===== config.mk =====
export PLATFORM = sky130hd
export DESIGN_NAME = packet_merger
export DESIGN_NICKNAME = d
export VERILOG_FILES = /design/src/merge_pkg.sv /design/src/prefix_scan.sv /design/src/flit_buffer.sv /design/src/rr_arbiter.sv /design/src/credit_tracker.sv /design/src/packet_merger.sv
export VERILOG_INCLUDE_DIRS = /design/src
export SDC_FILE = /design/constraint.sdc
export NUM_CORES = 1
export LEC_CHECK = 0
export BUFFER_PORTS_ARGS = -buffer_cell sky130_fd_sc_hd__buf_2
export CELL_PAD_IN_SITES_DETAIL_PLACEMENT = 1
export CELL_PAD_IN_SITES_GLOBAL_PLACEMENT = 2
export CORE_ASPECT_RATIO = 0.9
export CORE_UTILIZATION = 25
export CTS_CLUSTER_SIZE = 8
export DETAILED_ROUTE_END_ITERATION = 6
export PLACE_DENSITY_LB_ADDON = 0.1
export SYNTH_ARGS = -nofsm -noshare
export SYNTH_HDL_FRONTEND = slang
export SYNTH_SLANG_ARGS = --single-unit

===== constraint.sdc =====
create_clock -name clk -period 9.9 [get_ports clk]
set_input_delay 1.98 -clock clk [delete_from_list [all_inputs] [get_ports clk]]
set_output_delay 1.98 -clock clk [all_outputs]
set_load 0.01 [all_outputs]

===== src/merge_defines.svh =====
/*
 * packet merger build constants
 * channel count, payload width, buffer depth and the
 * credit limits on both sides of the merger
 */

`ifndef MERGE_DEFINES_SVH
`define MERGE_DEFINES_SVH

// number of input channels
`define MERGE_PORTS 4

// payload data bits per flit
`define MERGE_DATA_W 16

// flits per input buffer, also each sender's starting credits
`define MERGE_BUF_DEPTH 4

// credits granted by the downstream receiver after reset
`define MERGE_OUT_CREDITS 3

// width of the credit counters
`define MERGE_CNT_W 3

`endif


===== src/merge_pkg.sv =====
/*
 * packet merger types
 * payload, flit, port vector and credit counter types shared by
 * the buffers, the arbiter, the credit tracker and the top level
 */

`include "merge_defines.svh"

package merge_pkg;

   // operation selector for the prefix scan
   typedef enum logic [1:0]
   {
      scan_xor = 2'd0,
      scan_and = 2'd1,
      scan_or  = 2'd2
   } scan_op_e;

   // what a sender drives and a buffer stores
   typedef struct packed
   {
      logic [`MERGE_DATA_W-1:0] data;
      logic                     last;   // end of packet
   } payload_t;

   // channel index
   typedef logic [$clog2(`MERGE_PORTS)-1:0] port_idx_t;

   // merged output flit, src stamped from the grant
   typedef struct packed
   {
      port_idx_t src;
      payload_t  payload;
   } flit_t;

   // one bit per channel
   typedef logic [`MERGE_PORTS-1:0] port_vec_t;

   typedef logic [`MERGE_CNT_W-1:0] credit_cnt_t;

endpackage


===== src/prefix_scan.sv =====
/*
 * parallel prefix scan
 * inclusive xor / and / or prefix over the input bits, from the high bit
 * down or from the low bit up, built as a log-depth Kogge-Stone tree
 */

`timescale 1ns/1ps

module prefix_scan
#(
   parameter int                   width_p    = 4,
   parameter merge_pkg::scan_op_e  op_p       = merge_pkg::scan_or,
   parameter bit                   lo_to_hi_p = 1'b0
)
(
   input  logic [width_p-1:0] i,
   output logic [width_p-1:0] o
);

   localparam int levels_lp = $clog2(width_p);

   // identity of the operation, only and has a one
   localparam logic fill_bit_lp = (op_p == merge_pkg::scan_and);

   // row 0 is the (maybe reversed) input, the last row is the result
   logic [levels_lp:0][width_p-1:0] t;
   logic [width_p-1:0]              fill;

   assign fill = {width_p{fill_bit_lp}};

   // only the three scan operations are defined
   if (!(op_p inside {merge_pkg::scan_xor, merge_pkg::scan_and, merge_pkg::scan_or}))
   begin : g_bad_op
      $error("prefix_scan: op_p must select xor, and or or");
   end

   // the tree always scans high to low, so reverse for lo_to_hi
   if (lo_to_hi_p)
   begin : g_rev_in
      for (genvar k = 0; k < width_p; k++)
      begin : g_bit
         assign t[0][k] = i[width_p-1-k];
      end
   end
   else
   begin : g_dir_in
      assign t[0] = i;
   end

   if ((op_p == merge_pkg::scan_and) && (width_p > 1) && (width_p <= 4))
   begin : g_flat_and
      // small and-scans as one reduction per bit
      for (genvar k = 0; k < width_p; k++)
      begin : g_bit
         assign t[levels_lp][k] = &t[0][width_p-1:k];
      end
      // middle rows carry no meaning here
      for (genvar j = 1; j < levels_lp; j++)
      begin : g_pass
         assign t[j] = t[0];
      end
   end
   else
   begin : g_tree
      for (genvar j = 0; j < levels_lp; j++)
      begin : g_row
         logic [width_p-1:0] shifted;

         // distance doubles each row, vacated high bits get the identity
         assign shifted = width_p'({fill, t[j]} >> (1 << j));

         if (op_p == merge_pkg::scan_xor)
         begin : g_xor
            assign t[j+1] = t[j] ^ shifted;
         end
         else if (op_p == merge_pkg::scan_and)
         begin : g_and
            assign t[j+1] = t[j] & shifted;
         end
         else
         begin : g_or
            assign t[j+1] = t[j] | shifted;
         end
      end
   end

   // undo the input reversal
   if (lo_to_hi_p)
   begin : g_rev_out
      for (genvar k = 0; k < width_p; k++)
      begin : g_bit
         assign o[k] = t[levels_lp][width_p-1-k];
      end
   end
   else
   begin : g_dir_out
      assign o = t[levels_lp];
   end

endmodule


===== src/flit_buffer.sv =====
/*
 * per-channel flit buffer
 * circular FIFO holding up to depth_p payloads; every pop returns one
 * credit to the sender on the following cycle
 */

`timescale 1ns/1ps

module flit_buffer
#(
   parameter type payload_type = logic [7:0],
   parameter int  depth_p      = 4
)
(
   input  logic        clk,
   input  logic        rst_n,
   input  logic        push,
   input  payload_type push_data,
   input  logic        pop,
   output payload_type head,
   output logic        not_empty,
   output logic        credit
);

   localparam int ptr_w_lp = (depth_p > 1) ? $clog2(depth_p) : 1;
   localparam int cnt_w_lp = $clog2(depth_p + 1);

   payload_type         mem [depth_p];
   logic [ptr_w_lp-1:0] wr_ptr;
   logic [ptr_w_lp-1:0] rd_ptr;
   logic [cnt_w_lp-1:0] count;
   logic                full;

   assign full      = (count == cnt_w_lp'(depth_p));
   assign not_empty = (count != '0);

   // oldest flit, read straight from storage
   assign head = mem[rd_ptr];

   // storage, written at the tail
   always_ff @(posedge clk)
   begin
      if (push)
      begin
         mem[wr_ptr] <= push_data;
      end
   end

   // pointers and occupancy
   always_ff @(posedge clk or negedge rst_n)
   begin
      if (!rst_n)
      begin
         wr_ptr <= '0;
         rd_ptr <= '0;
         count  <= '0;
      end
      else
      begin
         if (push)
         begin
            // explicit wrap, depth need not be a power of two
            wr_ptr <= (wr_ptr == ptr_w_lp'(depth_p - 1)) ? '0 : wr_ptr + 1'b1;
         end
         if (pop)
         begin
            rd_ptr <= (rd_ptr == ptr_w_lp'(depth_p - 1)) ? '0 : rd_ptr + 1'b1;
         end
         case ({push, pop})
            2'b10:   count <= count + 1'b1;
            2'b01:   count <= count - 1'b1;
            default: count <= count;
         endcase
      end
   end

   // one credit back to the sender per freed slot, a cycle after the pop
   always_ff @(posedge clk or negedge rst_n)
   begin
      if (!rst_n)
      begin
         credit <= 1'b0;
      end
      else
      begin
         credit <= pop;
      end
   end

   // a sender with correct credit accounting can never hit a full buffer
   a_no_overflow : assert property (@(posedge clk) disable iff (!rst_n)
      !(push && full));

   // the arbiter only pops buffers that raised a request
   a_no_underflow : assert property (@(posedge clk) disable iff (!rst_n)
      !(pop && !not_empty));

endmodule


===== src/rr_arbiter.sv =====
/*
 * round-robin packet arbiter
 * picks the first requester at or above the pointer with two or-scans,
 * holds the grant until the last flit of the packet and pops only while
 * the output has credit
 */

`timescale 1ns/1ps

`include "merge_defines.svh"

module rr_arbiter
(
   input  logic                 clk,
   input  logic                 rst_n,
   input  merge_pkg::port_vec_t req,
   input  merge_pkg::port_vec_t head_last,
   input  logic                 can_send,
   output merge_pkg::port_vec_t pop,
   output logic                 send,
   output merge_pkg::port_idx_t grant_idx
);

   localparam int ports_lp = `MERGE_PORTS;

   merge_pkg::port_idx_t ptr;
   merge_pkg::port_idx_t held_idx;
   merge_pkg::port_idx_t pick_idx;
   merge_pkg::port_idx_t winner;
   logic                 held;

   merge_pkg::port_vec_t mask;
   merge_pkg::port_vec_t req_masked;
   merge_pkg::port_vec_t scan_masked;
   merge_pkg::port_vec_t scan_all;
   merge_pkg::port_vec_t first_masked;
   merge_pkg::port_vec_t first_all;
   merge_pkg::port_vec_t pick;

   // thermometer of ones from the pointer upwards
   always_comb
   begin
      for (int k = 0; k < ports_lp; k++)
      begin
         mask[k] = (k >= int'(ptr));
      end
   end

   assign req_masked = req & mask;

   // o[k] is the or of bits k down to 0
   prefix_scan
   #(
      .width_p    (ports_lp),
      .op_p       (merge_pkg::scan_or),
      .lo_to_hi_p (1'b1)
   )
   i_scan_masked
   (
      .i (req_masked),
      .o (scan_masked)
   );

   prefix_scan
   #(
      .width_p    (ports_lp),
      .op_p       (merge_pkg::scan_or),
      .lo_to_hi_p (1'b1)
   )
   i_scan_all
   (
      .i (req),
      .o (scan_all)
   );

   // first set bit is where the running or turns on
   assign first_masked = scan_masked & ~(scan_masked << 1);
   assign first_all    = scan_all & ~(scan_all << 1);

   // wrap to the lowest requester when nothing sits at or above the pointer
   assign pick = (|req_masked) ? first_masked : first_all;

   // one-hot to index
   always_comb
   begin
      pick_idx = '0;
      for (int k = 0; k < ports_lp; k++)
      begin
         if (pick[k])
         begin
            pick_idx = merge_pkg::port_idx_t'(k);
         end
      end
   end

   // a packet in progress keeps its channel even while that buffer is empty
   assign winner    = held ? held_idx : pick_idx;
   assign send      = can_send && (held ? req[held_idx] : |req);
   assign pop       = send ? (merge_pkg::port_vec_t'(1) << winner) : '0;
   assign grant_idx = winner;

   // grant hold and pointer update
   always_ff @(posedge clk or negedge rst_n)
   begin
      if (!rst_n)
      begin
         ptr      <= '0;
         held     <= 1'b0;
         held_idx <= '0;
      end
      else if (send)
      begin
         if (head_last[winner])
         begin
            // packet done so the next search starts one past the winner
            held <= 1'b0;
            ptr  <= (winner == merge_pkg::port_idx_t'(ports_lp - 1)) ? '0 : winner + 1'b1;
         end
         else
         begin
            held     <= 1'b1;
            held_idx <= winner;
         end
      end
   end

   // at most one pop and only to a buffer that holds a flit
   a_pop_onehot : assert property (@(posedge clk) disable iff (!rst_n)
      $onehot0(pop) && ((pop & ~req) == '0));

endmodule


===== src/credit_tracker.sv =====
/*
 * output credit tracker
 * counts the downstream receiver's free slots and allows a send
 * only while at least one credit is left
 */

`timescale 1ns/1ps

`include "merge_defines.svh"

module credit_tracker
(
   input  logic clk,
   input  logic rst_n,
   input  logic send,
   input  logic out_credit,
   output logic can_send
);

   localparam merge_pkg::credit_cnt_t max_lp = merge_pkg::credit_cnt_t'(`MERGE_OUT_CREDITS);

   merge_pkg::credit_cnt_t cnt;

   // spend on send, refill on out_credit, both together cancel
   always_ff @(posedge clk or negedge rst_n)
   begin
      if (!rst_n)
      begin
         cnt <= max_lp;
      end
      else
      begin
         case ({send, out_credit})
            2'b10:   cnt <= cnt - 1'b1;
            2'b01:   cnt <= cnt + 1'b1;
            default: cnt <= cnt;
         endcase
      end
   end

   // a returned credit is usable the cycle after it arrives
   assign can_send = (cnt != '0);

   // receiver never returns more slots than it was given
   a_no_excess : assert property (@(posedge clk) disable iff (!rst_n)
      (out_credit && !send) |-> (cnt < max_lp));

   // arbiter must respect can_send
   a_no_overdraw : assert property (@(posedge clk) disable iff (!rst_n)
      send |-> (cnt != '0));

endmodule


===== src/packet_merger.sv =====
/*
 * credit-based packet merger
 * four buffered input channels merged onto one output by a
 * round-robin packet arbiter, with credits on both sides
 */

`timescale 1ns/1ps

`include "merge_defines.svh"

module packet_merger
(
   input  logic                 clk,
   input  logic                 rst_n,
   input  merge_pkg::port_vec_t in_valid,
   input  merge_pkg::payload_t  in_payload [`MERGE_PORTS],
   output merge_pkg::port_vec_t in_credit,
   output logic                 out_valid,
   output merge_pkg::flit_t     out_flit,
   input  logic                 out_credit
);

   merge_pkg::payload_t  head [`MERGE_PORTS];
   merge_pkg::port_vec_t req;
   merge_pkg::port_vec_t head_last;
   merge_pkg::port_vec_t pop;
   merge_pkg::port_idx_t grant_idx;
   logic                 send;
   logic                 can_send;

   // one buffer per input channel
   for (genvar c = 0; c < `MERGE_PORTS; c++)
   begin : g_chan
      flit_buffer
      #(
         .payload_type (merge_pkg::payload_t),
         .depth_p      (`MERGE_BUF_DEPTH)
      )
      i_flit_buffer
      (
         .clk       (clk),
         .rst_n     (rst_n),
         .push      (in_valid[c]),
         .push_data (in_payload[c]),
         .pop       (pop[c]),
         .head      (head[c]),
         .not_empty (req[c]),
         .credit    (in_credit[c])
      );

      // arbiter needs to know where each head packet ends
      assign head_last[c] = head[c].last;
   end

   rr_arbiter i_rr_arbiter
   (
      .clk       (clk),
      .rst_n     (rst_n),
      .req       (req),
      .head_last (head_last),
      .can_send  (can_send),
      .pop       (pop),
      .send      (send),
      .grant_idx (grant_idx)
   );

   credit_tracker i_credit_tracker
   (
      .clk        (clk),
      .rst_n      (rst_n),
      .send       (send),
      .out_credit (out_credit),
      .can_send   (can_send)
   );

   // output stage, popped flit shows one cycle later
   always_ff @(posedge clk or negedge rst_n)
   begin
      if (!rst_n)
      begin
         out_valid <= 1'b0;
      end
      else
      begin
         out_valid <= send;
      end
   end

   // payload register with the source stamped from the grant
   always_ff @(posedge clk)
   begin
      if (send)
      begin
         out_flit.src     <= grant_idx;
         out_flit.payload <= head[grant_idx];
      end
   end

endmodule


==> flow_summary.yaml <==
status:
  status: "complete, no violations"
floorplan:
  die_w_um: 246
  die_h_um: 221
  coreArea_um2: 52200
  start_util: 0.256
  num_rows: 79
  ioPinCount: 99
  fp.dieArea_um2: 54400
sta:
  finalSetupViolCount: 0
  tightest_slew_ps: 1030
  skew_ps: 12.5
  maxSlewViolCount: 0
  fin_crit_sh: 0.358
  hold_violations: 0
  min_period_ps: 3550
  relSlewSlack: 0.312
  max_clock_freq_ghz: 0.282
  rsz0062_at_grt: "no"
  setup_tns_ps: 0
synthesis:
  synth_top_family_by_area: "multiplexers"
  synth_top_area_frac: 0.654
  synth_cell_types: 42
  post_synth_fa_ha_maj_area_fraction: 0.0347
  synth_simple_gate_area_frac: 0.0342
  synth_area_leaders: "edfxtp_1, mux4_2, dfrtp_1"
  synth_ff_type: "edfxtp_1"
  yosysWarnings: 0
  yosysSeqAreaShare: 0.731
  synth_edf_count: 291
  postSynthNetCount: 777
  synth_top_area_cell: "edfxtp_1"
  synth_xor_xnor_area_share: 0.00983
  postSynthAreaPerCell_um2: 20.0
  synth_compound_area_frac: 0.0326
  netlist_instances: 668
  ys_ff_latch: 332
  synthesis.area_um2: 13400
  synth_mux_area_frac: 0.140
  synthArstFlopShare: 0.123
critical_path:
  reg2regPathDepth: 13
  worst-setup-path-type: "flip-flop to flip-flop"
  ff2ff_setup_slack_ps: 6350
  cp_num_cells: 13
  cp_slowest_cell: "dfrtp_1"
  critPathMaxFanout: 39
  crit_family: "adder cells"
  crit_arrival_ps: 4020
  timing.rr.start: "g_chan[3].i_flit_buffer.count[0]$_DFFE_PN0P_"
  critPathBufInv: 3
  cp.required_ps: 10380
  end_kind: "flip-flop"
  startpoint_type: "flip-flop"
  worst_path_largest_cell_delay_ps: 430
  crit_chain: "nor3_2 > nor4_4 > o31ai_4 > buf_4 > inv_1 > ha_1 > nand2_1 > inv_1 > ha_1 > fa_1 > xnor2_1 > nor2_1 > xor2_1"
  r2r_end: "g_chan[3].i_flit_buffer.count[2]$_DFFE_PN0P_"
finish:
  final-instance-count-excl-fill: 1510
  final_nets: 903
  drive_above_1_share: 0.308
  area_growth_pct: 19.8
  insertedDiodeCount: 0
hold_path:
  hp-start: "i_credit_tracker.cnt[2]$_DFFE_PN0P_"
  holdCritPathClass: "flip-flop to flip-flop"
  holdPathEnd: "i_credit_tracker.cnt[2]$_DFFE_PN0P_"
  whs_path_depth: 1
power_and_ir_drop:
  p_per_area_nw_per_um2: 334
  clkPwrFrac: 0.279
  ir_drop_mv: 0.139
  internal-power_uw: 3570
  p_switching_uw: 1770
  switching_share: 0.331
  seq_power_share: 0.400
  combinationalPowerShare: 0.321
  total_power_uw: 5340
  p_leak_uw: 0.00559
clock_network:
  cts-resized-gates: 0
  clockBufferDepth: 3
  path_clk_slew_ps: 50
  cts_made_buffers: 48
  cts_tree: "done"
  cts_sinks: 332
  cts_hold_buf: 0
  cts.htree.levels: 2
  cts_setup_buffers: 0
  clk_latency_ps: 560
  root_buffer: "clkbuf_16"
global_routing:
  grt_pass1_vias: 7252
  grt_pass1_wl_um: 47600
  antenna_found_initial: 5
  grt.overflow.total: 0
  grt_max_degree: 55
  track_usage: 0.122
flow_run:
  cap_violations: 0
place:
  portBuffers: 98
  placed_cells: 1432
  finalWeightedCongestion: 0.687
  hpwl_um: 22100
drt:
  first_pass_iters: 4
  drtIter0Drc: 230
  drc: 0
  wl_per_cell_um: 21.5
  viasPerCell: 4.30
  drtAntennaViolNets: 0
  wirelength_um: 32400
  vias: 6493
==> through the flow <==
stage                     worst slack (ps)  hold WS, ps   util  cell area (µm²)
after floorplan                       6590          443      -            13400
after global placement                6480          459  0.281            14600
after detailed placement              6340          488  0.281            14600
after CTS                             6320          499  0.307            16000
after global routing                  6020          522  0.307            16000
final                                 6350          492  0.307            16000
==> placed cells by master (no fill, tap or decap), types with 5 or more instances in the layout <==
cell       synthesis  final
a211oi_1          17     17
a21oi_1           21     21
and2_1            17     17
buf_2              7     98
buf_4              6      9
clkbuf_1          14     26
clkbuf_16          0     49
dfrtp_1           39     39
edfxtp_1         291    291
fa_1               5      5
ha_1              29     29
inv_1             20     20
mux2_2            11     11
mux2i_1           19     19
mux4_2            68     68
nand2_1           10     10
nor2_1             7      6
nor2b_1           15     15
nor3_1             6      6
o21ai_0           12     12
xnor2_1            9      9
xor2_1             6      6
==> cell families after synthesis <==
kind of cell / Yosys count
buffers and inverters: 51
AO/OA/AOI/OAI: 64
AND/OR/NAND/NOR: 72
flip-flops: 332
XOR/XNOR: 15
multiplexers: 100
adder cells (fa/ha/maj): 34
==> registers in the layout, summed over array words and instances (netlist names) <==
signal / cells
i_rr_arbiter.held: 1
out_flit: 19
i_credit_tracker.cnt: 3
g_chan.i_flit_buffer.count: 12
out_valid: 1
g_chan.i_flit_buffer.credit: 4
g_chan.i_flit_buffer.mem: 272
g_chan.i_flit_buffer.rd_ptr: 8
i_rr_arbiter.held_idx: 2
g_chan.i_flit_buffer.wr_ptr: 8
i_rr_arbiter.ptr: 2
==> worst reg2reg max path, cell delays in order, from the launching register on <==
cell and delay, ps:
dfrtp_1 430, nor3_2 420, nor4_4 110, o31ai_4 250
buf_4 430, inv_1 240, ha_1 280, nand2_1 180
inv_1 100, ha_1 230, fa_1 390, xnor2_1 130
nor2_1 110, xor2_1 170
==> routing by layer <==
metal / track usage / routed length (µm)
met1: 0.159 / 14500
met2: 0.198 / 15700
met3: 0.0303 / 1520
met4: 0.0387 / 649
met5: 0 / 50
==> power by group through the flow <==
stage / Combinational [µW] / Clock (µW) / Sequential, µW
final: 1710 / 1490 / 2140
after global routing: 1920 / 1590 / 2180
after CTS: 1790 / 1550 / 2150
after detailed placement: 1790 / 0 / 2180
after global placement: 1740 / 0 / 2160
after floorplan: 1230 / 0 / 2070
==> cell usage after synthesis, types with 3 or more instances <==
cell type  instances
buf_4              6
a21o_1             4
nand2b_1           4
mux2i_1           19
nor2_1             7
nor3_4             3
mux2_2            11
xor2_1             6
a21oi_1           21
clkbuf_1          14
dfrtp_1           39
and2_1            17
inv_1             20
edfxtp_1         291
fa_1               5
buf_2              7
a211oi_1          17
buf_1              3
mux4_2            68
nor2b_1           15
xnor2_1            9
nor3_1             6
o21ai_0           12
nand2_1           10
or3_1              4
ha_1              29
==> cell type report <==
type	instances	area, µm²
clock inverter	3	32.5
multi-input combinational	285	3380
sequential	332	9770
inverter	20	75.1
tap	688	861
timing repair buffer	107	558
clock buffer	75	1320
fill	5341	36200
==> worst max path at each step <==
stage | start | to | slack (ps)
2_1_floorplan | g_chan[3].i_flit_buffer.count[0]$_DFFE_PN0P_ | g_chan[2].i_flit_buffer.count[2]$_DFFE_PN0P_ | 6590
3_3_place_gp | g_chan[3].i_flit_buffer.count[0]$_DFFE_PN0P_ | g_chan[0].i_flit_buffer.count[1]$_DFFE_PN0P_ | 6480
3_5_place_dp | g_chan[3].i_flit_buffer.count[0]$_DFFE_PN0P_ | g_chan[3].i_flit_buffer.count[2]$_DFFE_PN0P_ | 6340
4_1_cts | g_chan[3].i_flit_buffer.count[0]$_DFFE_PN0P_ | g_chan[0].i_flit_buffer.count[1]$_DFFE_PN0P_ | 6320
5_1_grt | g_chan[3].i_flit_buffer.count[0]$_DFFE_PN0P_ | g_chan[3].i_flit_buffer.count[2]$_DFFE_PN0P_ | 6020
6_report | g_chan[3].i_flit_buffer.count[0]$_DFFE_PN0P_ | g_chan[3].i_flit_buffer.count[2]$_DFFE_PN0P_ | 6350
(Power assumes the default switching activity.)
